`src/verilog/exu_pkg.sv`:
```
// data word type, alu/branch/load/operand/execute-control codes, divider op helper
package exu_pkg;

  typedef logic [63:0] word_t;

  typedef logic [4:0] alu_op_t;
  localparam alu_op_t ALU_ADD  = 5'd0;
  localparam alu_op_t ALU_SUB  = 5'd1;
  localparam alu_op_t ALU_SLT  = 5'd2;
  localparam alu_op_t ALU_SLTU = 5'd3;
  localparam alu_op_t ALU_XOR  = 5'd4;
  localparam alu_op_t ALU_AND  = 5'd5;
  localparam alu_op_t ALU_OR   = 5'd6;
  localparam alu_op_t ALU_SLL  = 5'd7;
  localparam alu_op_t ALU_SRL  = 5'd8;
  localparam alu_op_t ALU_SRA  = 5'd9;
  localparam alu_op_t ALU_MUL  = 5'd10;
  localparam alu_op_t ALU_DIV  = 5'd11;
  localparam alu_op_t ALU_DIVU = 5'd12;
  localparam alu_op_t ALU_REM  = 5'd13;
  localparam alu_op_t ALU_REMU = 5'd14;
  localparam alu_op_t ALU_COPY = 5'd15;
  localparam alu_op_t ALU_CSR  = 5'd16;

  typedef logic [2:0] branch_t;
  localparam branch_t BR_NONE = 3'd0;
  localparam branch_t BR_JAL  = 3'd1;
  localparam branch_t BR_JALR = 3'd2;
  localparam branch_t BR_BEQ  = 3'd4;
  localparam branch_t BR_BNE  = 3'd5;
  localparam branch_t BR_BLT  = 3'd6;
  localparam branch_t BR_BGE  = 3'd7;

  typedef logic [2:0] mem_op_t;
  localparam mem_op_t MEM_LB  = 3'd0;
  localparam mem_op_t MEM_LBU = 3'd1;
  localparam mem_op_t MEM_LH  = 3'd2;
  localparam mem_op_t MEM_LHU = 3'd3;
  localparam mem_op_t MEM_LW  = 3'd4;
  localparam mem_op_t MEM_LWA = 3'd5;
  localparam mem_op_t MEM_LD  = 3'd6;

  typedef logic [1:0] src_b_t;
  localparam src_b_t SRC_B_REG  = 2'd0;
  localparam src_b_t SRC_B_IMM  = 2'd1;
  localparam src_b_t SRC_B_FOUR = 2'd2;

  typedef logic [3:0] ex_ctl_t;
  localparam ex_ctl_t EX_EBREAK  = 4'd14;
  localparam ex_ctl_t EX_INVALID = 4'd15;

  function automatic logic is_div_op(alu_op_t op);
    return (op >= ALU_DIV) && (op <= ALU_REMU);
  endfunction

endpackage

```
`src/verilog/exu_ctrl.sv`:
```
// handshake fsm, request capture, alu/divider routing and result hold register
`timescale 1ns/1ns

module exu_ctrl import exu_pkg::*; (
  input  logic    i_clk,
  input  logic    i_rst_n,
  input  logic    i_req,
  input  word_t   i_rs1,
  input  word_t   i_rs2,
  input  word_t   i_imm,
  input  word_t   i_pc,
  input  word_t   i_rdata,
  input  logic    i_src_a_pc,
  input  src_b_t  i_src_b,
  input  alu_op_t i_alu_op,
  input  logic    i_word_cut,
  input  branch_t i_branch,
  input  mem_op_t i_mem_op,
  input  logic    i_mem_to_reg,
  input  logic    i_sel_csr,
  input  ex_ctl_t i_ex_ctl,
  input  logic    i_halted,
  input  logic    i_div_done,
  input  word_t   i_div_q,
  input  word_t   i_alu_value,
  output logic    o_ack,
  output logic    o_rejected,
  output logic    o_retire,
  output logic    o_div_start,
  output logic    o_div_signed,
  output logic    o_div_rem,
  output word_t   o_c_rs1,
  output word_t   o_c_rs2,
  output word_t   o_c_imm,
  output word_t   o_c_pc,
  output word_t   o_c_rdata,
  output logic    o_c_src_a_pc,
  output src_b_t  o_c_src_b,
  output alu_op_t o_c_alu_op,
  output logic    o_c_word_cut,
  output branch_t o_c_branch,
  output mem_op_t o_c_mem_op,
  output logic    o_c_mem_to_reg,
  output logic    o_c_sel_csr,
  output ex_ctl_t o_c_ex_ctl,
  output word_t   o_result
);

  typedef enum logic [2:0] {
    ST_IDLE,
    ST_COMPUTE,
    ST_DIVIDE,
    ST_ACK,
    ST_RELEASE
  } state_t;

  state_t state;
  logic   accept;
  logic   drop;

  assign accept = (state == ST_IDLE) && i_req;
  assign drop   = accept && i_halted;

  assign o_div_signed = (o_c_alu_op == ALU_DIV) || (o_c_alu_op == ALU_REM);
  assign o_div_rem    = (o_c_alu_op == ALU_REM) || (o_c_alu_op == ALU_REMU);

  always_ff @(posedge i_clk) begin
    if (!i_rst_n) begin
      state       <= ST_IDLE;
      o_ack       <= 1'b0;
      o_rejected  <= 1'b0;
      o_retire    <= 1'b0;
      o_div_start <= 1'b0;
      o_result    <= '0;
    end else begin
      o_retire    <= 1'b0;
      o_div_start <= 1'b0;
      case (state)
        ST_IDLE: begin
          if (drop) begin
            o_rejected <= 1'b1;
            o_result   <= '0;
            state      <= ST_ACK;
          end else if (accept && is_div_op(i_alu_op)) begin
            o_div_start <= 1'b1;
            state       <= ST_DIVIDE;
          end else if (accept) begin
            state <= ST_COMPUTE;
          end
        end
        ST_COMPUTE: begin
          o_result <= i_alu_value;
          o_retire <= 1'b1;
          state    <= ST_ACK;
        end
        ST_DIVIDE: begin
          if (i_div_done) begin
            // word forms keep the low half, sign-extended
            o_result <= o_c_word_cut ? {{32{i_div_q[31]}}, i_div_q[31:0]} : i_div_q;
            o_retire <= 1'b1;
            o_ack    <= 1'b1;
            state    <= ST_RELEASE;
          end
        end
        ST_ACK: begin
          o_ack <= 1'b1;
          state <= ST_RELEASE;
        end
        ST_RELEASE: begin
          if (!i_req) begin
            o_ack      <= 1'b0;
            o_rejected <= 1'b0;
            state      <= ST_IDLE;
          end
        end
        default: state <= ST_IDLE;
      endcase
    end
  end

  // cleared fields with jal give zero next pc and zero write-back
  always_ff @(posedge i_clk) begin
    if (!i_rst_n || drop) begin
      o_c_rs1        <= '0;
      o_c_rs2        <= '0;
      o_c_imm        <= '0;
      o_c_pc         <= '0;
      o_c_rdata      <= '0;
      o_c_src_a_pc   <= 1'b0;
      o_c_src_b      <= SRC_B_REG;
      o_c_alu_op     <= ALU_ADD;
      o_c_word_cut   <= 1'b0;
      o_c_branch     <= BR_JAL;
      o_c_mem_op     <= MEM_LB;
      o_c_mem_to_reg <= 1'b0;
      o_c_sel_csr    <= 1'b0;
      o_c_ex_ctl     <= '0;
    end else if (accept) begin
      o_c_rs1        <= i_rs1;
      o_c_rs2        <= i_rs2;
      o_c_imm        <= i_imm;
      o_c_pc         <= i_pc;
      o_c_rdata      <= i_rdata;
      o_c_src_a_pc   <= i_src_a_pc;
      o_c_src_b      <= i_src_b;
      o_c_alu_op     <= i_alu_op;
      o_c_word_cut   <= i_word_cut;
      o_c_branch     <= i_branch;
      o_c_mem_op     <= i_mem_op;
      o_c_mem_to_reg <= i_mem_to_reg;
      o_c_sel_csr    <= i_sel_csr;
      o_c_ex_ctl     <= i_ex_ctl;
    end
  end

endmodule

```
`config.mk`:
```
export PLATFORM = sky130hd
export DESIGN_NAME = exu_ctrl
export DESIGN_NICKNAME = d
export VERILOG_FILES = /design/src/verilog/exu_pkg.sv /design/src/verilog/exu_ctrl.sv
export SDC_FILE = /design/constraint.sdc
export NUM_CORES = 1
export LEC_CHECK = 0
export CORE_AREA = 8 8 341 343
export DETAILED_ROUTE_END_ITERATION = 10
export DIE_AREA = 0 0 349 351
export DONT_BUFFER_PORTS = 1
export MAX_ROUTING_LAYER = met4
export PLACE_DENSITY_LB_ADDON = 0.2
export SYNTH_ARGS = -nofsm -noshare
export SYNTH_HDL_FRONTEND = slang
export SYNTH_SLANG_ARGS = --single-unit
export TNS_END_PERCENT = 10
```
`constraint.sdc`:
```
create_clock -name i_clk -period 2.1 [get_ports i_clk]
set_input_delay 0.63 -clock i_clk [delete_from_list [all_inputs] [get_ports i_clk]]
set_output_delay 0.63 -clock i_clk [all_outputs]
set_load 0.02 [all_outputs]
```
* Yosys cells after proc, flatten, opt, wreduce, memory -nomap -nowiden *
Index checks and enable logic that the tools add are counted.

word-level totals
  register bits after elaboration = 412
  input bits = 474
  output and inout bits = 411

operators by class
  magnitude comparators = 2
  equality and inequality tests = 11
  mux-type cells = 18
  bitwise operators = 2
  reduce and logical (&&, ||, !) cells = 17

operator list
  operator            count
  $mux 64             3
  $pmux 64 s3         1
  $eq 5x4->1 const B  3
  $mux 3              5
  $pmux 3 s5          1
  $reduce_and 3->1    4
  $eq 3x2->1 const B  2
  $ne 2x2->1 const B  3
  $reduce_bool 3->1   2
  $ge 5x4->1 const B  1
  $le 5x4->1 const B  1
  $mux 1              5
  $logic_and 1x1->1   4
  $ne 4x3->1 const B  1
  $pmux 1 s2          2
  $eq 3x1->1 const B  1
  $eq 3x3->1 const B  1
  $logic_not 3->1     1
  $logic_or 1x1->1    3
  $pmux 1 s3          1
  $reduce_or 3->1     1
  $not 1->1           2
  $reduce_bool 2->1   1
  $logic_not 1->1     1

* Logic depth before layout (Yosys ltp) *
Gate-level depths: netlist of the first run.

  word-level depth = 6
  mapped depth = 7

* Worst setup path before layout of the first run *
No wires, ideal clock.

  path kind = input-to-reg
  start point = input i_req
  end point = register o_c_branch[0]
  setup time = 0.125 ns
  arrival time = 1.638 ns
  data required time = 1.975 ns
  setup slack = 0.337 ns
  stages on the path = 6
  buffers on the path = 3
  cells stage by stage = or4b_1 > buf_2 > buf_6 > buf_2 > nand2_1 > nand3_1

on the way
  longest elaborated chain between the ends = 3

RTL lines
  what                   line             RTL
  start, declared        exu_ctrl.sv:7    input logic i_req,
  $logic_and 1x1->1 (*)  exu_ctrl.sv:61   assign accept = (state == ST_IDLE) && i_req;
  $logic_and 1x1->1      exu_ctrl.sv:62   assign drop = accept && i_halted;
  $logic_or 1x1->1       exu_ctrl.sv:123  if (!i_rst_n || drop) begin
  end signal, assigned   exu_ctrl.sv:148  o_c_branch <= i_branch;
  end, declared          exu_ctrl.sv:41   output branch_t o_c_branch,

Mark *: on every way between the ends. The rest lies on a longest branch, timed or not.
A chain may end at the register's enable or synchronous reset.

* Worst setup path in the final report of the first run *
  start point = register o_c_alu_op[1]
  end point = output o_div_rem

on the way
  longest elaborated chain between the ends = 2
  elaborated cells between the ends (all ways) = 3
  those cells by class = eq/ne (2); reduce/logical (1)

RTL lines
  what                    line             RTL
  start, declared         exu_ctrl.sv:39   output alu_op_t o_c_alu_op,
  start signal, assigned  exu_ctrl.sv:146  o_c_alu_op <= i_alu_op;
  $eq 5x4->1              exu_ctrl.sv:65   assign o_div_rem = (o_c_alu_op == ALU_REM) || (o_c_alu_op == ALU_REMU);
  $logic_or 1x1->1 (*)    exu_ctrl.sv:65
  end, declared           exu_ctrl.sv:31   output logic o_div_rem,

Marked as above.

==> flow_summary.json, run 1 <==
{
  "grt_overflow": 0,
  "power_density_nw_per_um2": 1100,
  "slew_headroom": 0.622,
  "p_seq_frac": 0.461,
  "crit_arrival_ns": 1.37,
  "p_comb_frac": 0.134,
  "final.setup_skew_ns": 0.0248,
  "num_vias": 13400,
  "post-synth-top-count-cell": "nand2_1",
  "via_per_inst": 3.89,
  "grt_use_total": 0.109,
  "drive_above_1_share": 0.114,
  "grt_first_pass_wirelength_mm": 97.5,
  "clock_latency_ns": 0.61,
  "cts_made_buffers": 50,
  "leakagePower_nw": 6.90,
  "max_freq_mhz": 500,
  "startpoint_type": "register",
  "slew_violations": 0,
  "avgSynthCellArea_um2": 8.23,
  "synth_area_leaders": "dfxtp_1 (52%), nand2_1 (17%), a21oi_1 (11%)",
  "fin_crit_sh": 0.953,
  "die_w_um": 349,
  "critPathMaxFanout": 3,
  "num_rows": 123,
  "drv_cap": 0,
  "synth_area_leader_cell": "dfxtp_1",
  "drt_iter0_drc": 643,
  "drt_pass1_iterations": 5,
  "ir_worst_vdd_uv": 550,
  "portBuffers": 0,
  "grt_setup_unrepaired": "true",
  "period_minus_slack_ns": 2.00,
  "clock_sinks": 412,
  "p_sw_mw": 6.72,
  "path_cells": "xor2_1 > and3_4",
  "pwr-share-clk": 0.404,
  "hold_path_end": "o_c_branch[0]",
  "yosys.area_share.simple": 0.222,
  "ant_nets": 0,
  "gp_congestion": 0.916,
  "synth.area.mux_share": 0.0427,
  "setup_tns_ns": 0,
  "crit_family": "flip-flops",
  "cts_tree": "built",
  "dieArea_um2": 122000,
  "min_path_cells": 2,
  "r2r_cells": 6,
  "cp_slowest_cell": "dfxtp_4",
  "synthFlopType": "dfxtp_1",
  "rr_startpoint": "state[0]",
  "synthesis.area_um2": 15900,
  "area_delta_synth_final_pct": 23.2,
  "async_reset_ff_frac": 0,
  "hold_viol_final": 0,
  "synth_common_cells": "nand2_1 (716), dfxtp_1 (412), a21oi_1 (343), buf_2 (94), and3b_1 (64)",
  "routedWlPerCell_um": 20.6,
  "final_nets": 2373,
  "timing.rr.end": "o_c_imm[33]",
  "outcome": "finished, final reports clean",
  "drc": 0,
  "startpoint": "o_c_alu_op[1]",
  "clock_path_buffers": 3,
  "synth_nets": 2409,
  "initial_utilization": 0.143,
  "dp_hpwl_mm": 56.4,
  "synth_compound_area_frac": 0.165,
  "finalSetupViolCount": 0,
  "synth_top_cell_area_share": 0.518,
  "synth_top_family_by_area": "simple AND/OR/NAND/NOR gates",
  "grt_max_degree": 75,
  "postLayoutCoreUtil": 0.176,
  "clock-root-buffer": "clkbuf_16",
  "hold_class": "in -> reg",
  "dp_slack_ns": 0.0625,
  "crit_path_end_kind": "primary output",
  "synth_cell_types": 41,
  "internal_power_mw": 14.8,
  "hold_start": "i_branch[0]",
  "slowest_delay_ns": 0.36,
  "switching_share": 0.312,
  "hold_buffers": 0,
  "antenna_found_initial": 9,
  "ys_ff_latch": 412,
  "synth_fa_ha_area_frac": 0,
  "clkTransAtPathRegs_ns": 0.06,
  "synthXorXnorAreaFrac": 0.00110,
  "setup_slack_ns": 0.0994,
  "io_pins": 885,
  "core_area_um2": 111000,
  "yosysSeqAreaShare": 0.518,
  "yosys_warnings": 0,
  "routed_wl_mm": 71.0,
  "required_ns": 1.47,
  "synth_cells": 1935,
  "die_h_um": 351,
  "cts.htree.levels": 2,
  "synth_edf_count": 0,
  "worst_pin_slew_ns": 0.567,
  "r2r_slack_ns": 0.23,
  "crit_type": "reg -> out",
  "grt_pass1_vias": 13400,
  "path_buf_inv": 0
}
[worst max-delay path by stage]
stage	end	slack [ns]	cells past startpoint
final	o_div_rem	0.1	2
after floorplan	o_c_branch[0]	0.34	6
after CTS	o_div_rem	0.003	2
after detailed placement	o_c_imm[33]	0.06	6
after global placement	o_c_imm[33]	0.11	6
after global routing	o_div_rem	-0.02	2
[power groups by stage]
stage / clock network (mW) / registers [mW] / logic [mW]
final: 8.70 / 9.92 / 2.89
after global routing: 9.44 / 10.0 / 3.23
after CTS: 9.12 / 9.96 / 2.95
after detailed placement: 0 / 10.1 / 2.94
after global placement: 0 / 10.1 / 2.88
after floorplan: 0 / 9.76 / 2.07
[layout make-up]
type	instances	area, um^2
Antenna cell	5	12.5
Clock buffer	76	1440
Tap cell	1500	1880
Sequential cell	412	8260
Multi-Input combinational cell	1353	6930
Timing Repair Buffer	79	893
Clock inverter	13	196
Inverter	3	11.3
Fill cell	12500	91600
[worst reg2reg max path: stages, from the launching register on]
cell and delay (ns):
dfxtp_2 0.39, nor4b_4 0.40, buf_4 0.20, buf_12 0.20, buf_4 0.40, nand2_1 0.10
a21oi_1 0.13
[routing by layer]
metal  global-route usage  wire length, um
met1                0.102            23300
met2                0.201            38200
met3               0.0510             8040
met4               0.0287             1550
met5                    -                0
[what timing repair did]
item | 4_1_cts | 5_1_grt
buffers inserted | 0 | 0
pin swaps | 1 | 2
setup endpoints to repair | 2 | 3
resized for setup | 8 | 2
[layout by cell type, fill, tap and decap left out, types with 18 or more instances in the layout]
| master | instances |
|---|---|
| a21oi_1 | 343 |
| a221oi_2 | 18 |
| a22oi_1 | 32 |
| and3b_1 | 64 |
| buf_12 | 24 |
| buf_4 | 55 |
| clkbuf_1 | 19 |
| clkbuf_16 | 52 |
| dfxtp_1 | 405 |
| mux2_2 | 32 |
| mux2i_1 | 32 |
| nand2_1 | 715 |
| nor2_1 | 35 |
| o21ai_0 | 34 |
[cell families (layout without fill, tap and decap cells)]
kind of cell	after synthesis	count (layout)
compound gates	452	452
xor+xnor	2	2
buf+inv	170	171
flops	412	412
mux	64	64
other cells	0	5
simple gates	835	835
[metrics by stage]
step	hold WS [ns]	area, um^2	cells	power (mW)
2_1_floorplan	0.533	15900	1935	11.8
5_1_grt	0.0783	19600	3441	22.7
3_3_place_gp	0.552	17900	3347	13.0
3_5_place_dp	0.554	17900	3347	13.1
4_1_cts	0.0702	19600	3436	22.0
6_report	0.150	19600	3441	21.5
Note: power is estimated with default switching activity, not from simulation.
==> run 2, diff against run 1 <==
--- a/config.mk
+++ b/config.mk
@@ -9,8 +9,7 @@
 export DETAILED_ROUTE_END_ITERATION = 10
 export DIE_AREA = 0 0 349 351
 export DONT_BUFFER_PORTS = 1
-export MAX_ROUTING_LAYER = met4
-export PLACE_DENSITY_LB_ADDON = 0.2
+export PLACE_DENSITY = 0.3
 export SYNTH_ARGS = -nofsm -noshare
 export SYNTH_HDL_FRONTEND = slang
 export SYNTH_SLANG_ARGS = --single-unit
==> run 2 against run 1 <==
Against the previous run:
- global-route usage is 0.38 points lower
- flip-flop and latch count stayed put
- first-iteration DRC count is 11% higher
- sequential share of layout area is 0.24 points lower
- register-to-register slack hardly changed
- non-clock buffer count is 2 higher
- critical path depth stayed put
- final cell count is 0.12% higher
- die area stayed put
- via count is 0.42% higher
- critical endpoint is now o_div_signed
- highest routed layer is now met5
==> flow_summary.json, run 2 (synthesized netlist as in run 1, its figures left out) <==
{
  "power_density_nw_per_um2": 1120,
  "drt_iter0_drc": 713,
  "grt_overflow": 0,
  "worst_pin_slew_ns": 0.576,
  "period_minus_slack_ns": 2.02,
  "grt_max_degree": 88,
  "num_rows": 123,
  "grt_use_total": 0.105,
  "holdWs_ns": 0.146,
  "drc": 0,
  "area_delta_synth_final_pct": 23.8,
  "clock_sinks": 412,
  "mostFrequentLayoutCells": "nand2_1 (715), dfxtp_1 (407), a21oi_1 (343)",
  "required_ns": 1.47,
  "hold_class": "in -> reg",
  "grt_pass1_vias": 13500,
  "p_seq_frac": 0.450,
  "crit_arrival_ns": 1.39,
  "cp_slowest_cell": "dfxtp_1",
  "clock_latency_ns": 0.61,
  "die_w_um": 349,
  "hold_viol_final": 0,
  "portBuffers": 0,
  "leakagePower_nw": 6.98,
  "total_power_mw": 22.1,
  "path_cells": "xor2_1 > and3_4",
  "final_nets": 2376,
  "num_vias": 13400,
  "p_sw_mw": 6.85,
  "min_path_cells": 2,
  "crit_path_end_kind": "primary output",
  "cts_made_buffers": 51,
  "cts.htree.levels": 2,
  "gp_congestion": 0.878,
  "pwr-share-clk": 0.419,
  "initial_utilization": 0.143,
  "crit_type": "reg -> out",
  "final.setup_skew_ns": 0.0165,
  "clock-root-buffer": "clkbuf_16",
  "io_pins": 885,
  "slowest_delay_ns": 0.38,
  "p_comb_frac": 0.131,
  "clkTransAtPathRegs_ns": 0.05,
  "path_buf_inv": 0,
  "internal_power_mw": 15.2,
  "slew_violations": 0,
  "die_h_um": 351,
  "max_freq_mhz": 494,
  "core_area_um2": 111000,
  "critPathMaxFanout": 3,
  "finalSetupViolCount": 0,
  "cts_tree": "built",
  "outcome": "finished, final reports clean",
  "layout_commonest_cell": "nand2_1",
  "ir_worst_vdd_uv": 467,
  "drt_pass1_iterations": 7,
  "clock_path_buffers": 3,
  "drive_above_1_share": 0.121,
  "switching_share": 0.311,
  "grt_setup_unrepaired": "true",
  "antenna_found_initial": 10,
  "fin_crit_sh": 0.963,
  "via_per_inst": 3.90,
  "routed_wl_mm": 70.5,
  "crit_family": "flip-flops",
  "dp_hpwl_mm": 55.4,
  "r2r_cells": 7,
  "ant_nets": 0,
  "routedWlPerCell_um": 20.5,
  "path_depth": 2,
  "startpoint_type": "register",
  "slew_headroom": 0.616,
  "drv_cap": 0,
  "grt_first_pass_wirelength_mm": 97.0,
  "dieArea_um2": 122000
}
==> run 2: timing repair <==
| action | 4_1_cts | 5_1_grt |
|---|---|---|
| gates resized for setup | 6 | 2 |
| hold endpoints to repair | 0 | 0 |
| endpoints found under the setup margin | 2 | 20 |
| setup buffers | 0 | 0 |
| cloned | 0 | 0 |
| hold buffers | 0 | 0 |
| pin swaps | 0 | 0 |
==> run 2: per-stage QoR <==
stage	util	TNS [ns]	instances	cell area [um^2]	setup WS, ns
finish	0.177	0	3445	19700	0.0769
global route	0.177	-0.00106	3445	19700	-0.00106
CTS	0.177	0	3444	19700	0.00510
detailed placement	0.161	0	3349	17900	0.0821
global placement	0.161	0	3349	17900	0.0877
floorplan	-	0	1935	15900	0.337
==> run 2: area by class of cell <==
class | instances | area, um^2
diodes | 1 | 2.50
clock buffers | 75 | 1530
clock inverters | 20 | 243
fillers | 12500 | 91500
inverters | 3 | 11.3
multi-input cells | 1353 | 6930
flip-flops and latches | 412 | 8250
well taps | 1500 | 1880
repair buffers | 81 | 875
==> run 2: path summary, 6_finish.rpt <==
check	start	slack, ns	to
hold reg to reg	state[1]	0.54	state[0]
setup / recovery	o_c_alu_op[2]	0.08	o_div_signed
hold / removal	i_branch[0]	0.15	o_c_branch[0]
setup reg to reg	state[2]	0.24	o_c_imm[47]
==> run 2: power by group through the flow <==
stage	registers [mW]	logic, mW	clock network [mW]
6_report	9.93	2.89	9.26
5_1_grt	10.0	3.24	9.99
4_1_cts	9.97	2.95	9.66
3_5_place_dp	10.1	2.94	0
3_3_place_gp	10.2	2.88	0
2_1_floorplan	9.76	2.07	0
==> run 2: routing by layer <==
| layer | GRT usage | vias up | wire length (um) |
|---|---|---|---|
| met3 | 0.0526 | 130 | 8150 |
| met1 | 0.106 | 6277 | 24300 |
| met2 | 0.189 | 644 | 35800 |
| li1 | - | 6382 | - |
| met4 | 0.0348 | 4 | 2200 |
| met5 | 0 | - | 21 |
==> run 3, diff against run 2 <==
==> constraint.sdc (replaced) <==
create_clock -name i_clk -period 2.1 [get_ports i_clk]
set_input_delay 0.42 -clock i_clk [delete_from_list [all_inputs] [get_ports i_clk]]
set_output_delay 0.42 -clock i_clk [all_outputs]
set_load 0.02 [all_outputs]
==> run 3 against run 2 <==
Against the previous run:
- clock skew grew 0.012 ns
- clock power decreased by 2%
- critical path depth did not move
- clock-buffer cell count increased by 1
- first-iteration DRC count increased by 5.2%
- die area did not move
- global-route usage rose by 0.49 points
- wire length up 3.6%
- critical path type unchanged
==> flow_summary.json, run 3 (synthesized netlist as in run 1, its figures left out) <==
{
  "fin_crit_sh": 0.915,
  "hold_path_end": "o_c_pc[39]",
  "slew_headroom": 0.634,
  "r2r_cells": 6,
  "antenna_found_initial": 9,
  "drive_above_1_share": 0.102,
  "clkTransAtPathRegs_ns": 0.06,
  "cts_tree": "built",
  "path_buf_inv": 0,
  "outcome": "finished, final reports clean",
  "drv_cap": 0,
  "crit_path_end_kind": "primary output",
  "max_freq_mhz": 521,
  "final_nets": 2704,
  "finalSetupViolCount": 0,
  "crit_type": "reg -> out",
  "dieArea_um2": 122000,
  "setup_tns_ns": 0,
  "timing.rr.end": "o_result[14]",
  "routed_wl_mm": 73.0,
  "drt_pass1_iterations": 5,
  "mostFrequentLayoutCells": "nand2_1 (715), dfxtp_1 (406), a21oi_1 (343)",
  "drt_iter0_drc": 750,
  "rr_startpoint": "state[1]",
  "switching_share": 0.315,
  "ant_nets": 0,
  "crit_family": "flip-flops",
  "hold_viol_final": 0,
  "num_vias": 14700,
  "initial_utilization": 0.143,
  "crit_arrival_ns": 1.50,
  "pwr-share-clk": 0.404,
  "hold_class": "in -> reg",
  "gp_congestion": 0.916,
  "final_cells": 3777,
  "startpoint_type": "register",
  "grt_overflow": 0,
  "core_area_um2": 111000,
  "post_cts_buffers": 0,
  "hold_start": "i_pc[39]",
  "leakagePower_nw": 8.33,
  "layout_commonest_cell": "nand2_1",
  "clock-root-buffer": "clkbuf_16",
  "path_cells": "xor2_1 > and3_2",
  "num_rows": 123,
  "slew_violations": 0,
  "die_h_um": 351,
  "io_pins": 885,
  "internal_power_mw": 15.4,
  "cts_made_buffers": 52,
  "r2r_slack_ns": 0.25,
  "p_seq_frac": 0.442,
  "clock_latency_ns": 0.63,
  "ir_worst_vdd_uv": 558,
  "power_density_nw_per_um2": 977,
  "grt_setup_unrepaired": "false",
  "min_path_cells": 2,
  "p_sw_mw": 7.07,
  "slowest_delay_ns": 0.44,
  "drc": 0,
  "period_minus_slack_ns": 1.92,
  "grt_max_degree": 76,
  "cp_slowest_cell": "dfxtp_2",
  "routedWlPerCell_um": 19.3,
  "required_ns": 1.68,
  "cts.htree.levels": 2,
  "grt_pass1_vias": 15100,
  "grt_use_total": 0.110,
  "grt_first_pass_wirelength_mm": 103,
  "portBuffers": 0,
  "final.setup_skew_ns": 0.0281,
  "p_comb_frac": 0.153,
  "critPathMaxFanout": 4,
  "worst_pin_slew_ns": 0.550,
  "clock_path_buffers": 3,
  "dp.cells": 3346,
  "die_w_um": 349,
  "via_per_inst": 3.89,
  "clock_sinks": 412,
  "area_delta_synth_final_pct": 44.2,
  "dp_hpwl_mm": 55.9
}
-- run 3: timing repair --
item / CTS / global route
endpoints found under the hold margin: 360 / 2
resized for setup: 2 / 4
hold buffers: 328 / 2
setup endpoints to repair: 2 / 31
-- run 3: metal layers --
layer,global-route usage,part of all wire,vias up
met5,0,0,-
met4,0.0354,0.028,0
met3,0.0511,0.12,109
met2,0.199,0.51,645
met1,0.112,0.34,6893
li1,-,-,7038
-- run 3: worst register-to-register path: stages, from the launching register on --
cell	delay (ns)
dfxtp_2	0.41
buf_6	0.30
nor4bb_4	0.36
buf_12	0.25
a21oi_4	0.05
buf_12	0.19
mux2i_1	0.18
-- run 3: worst max-delay path by stage --
stage | start | endpoint | slack, ns | cells past startpoint
finish | o_c_alu_op[0] | o_div_rem | 0.18 | 2
global route | o_c_alu_op[0] | o_div_rem | 0.03 | 2
CTS | o_c_alu_op[4] | o_div_signed | 0.03 | 2
global placement | state[1] | o_result[27] | 0.19 | 6
floorplan | o_c_word_cut | o_result[35] | 0.47 | 5
detailed placement | state[1] | o_result[29] | 0.13 | 6
-- run 3: layout make-up --
cell class	count	area [um^2]
multi-input combinational	1353	6920
antenna	6	15.0
clock buffer	76	1520
clock inverter	19	209
tap	1500	1880
timing repair buffer	408	4170
fill	12300	88300
sequential	412	8260
inverter	3	11.3
-- run 3: power groups by stage --
| stage | Combinational (mW) | Clock (mW) | Sequential [mW] |
|---|---|---|---|
| CTS | 3.50 | 9.48 | 9.97 |
| finish | 3.44 | 9.07 | 9.93 |
| detailed placement | 2.94 | 0 | 10.1 |
| global placement | 2.88 | 0 | 10.1 |
| floorplan | 2.07 | 0 | 9.76 |
| global route | 3.81 | 9.79 | 10.0 |
-- run 3: through the flow --
| step | utilization | hold WS (ns) | total power [mW] | worst slack, ns | instance area, um^2 |
|---|---|---|---|---|---|
| 2_1_floorplan | - | 0.533 | 11.8 | 0.467 | 15900 |
| 3_3_place_gp | 0.161 | 0.551 | 13.0 | 0.187 | 17900 |
| 3_5_place_dp | 0.161 | 0.554 | 13.1 | 0.125 | 17900 |
| 4_1_cts | 0.206 | 0.0000923 | 23.0 | 0.0256 | 22900 |
| 5_1_grt | 0.206 | 0.00419 | 23.6 | 0.0265 | 23000 |
| 6_report | 0.206 | 0.0650 | 22.4 | 0.179 | 23000 |
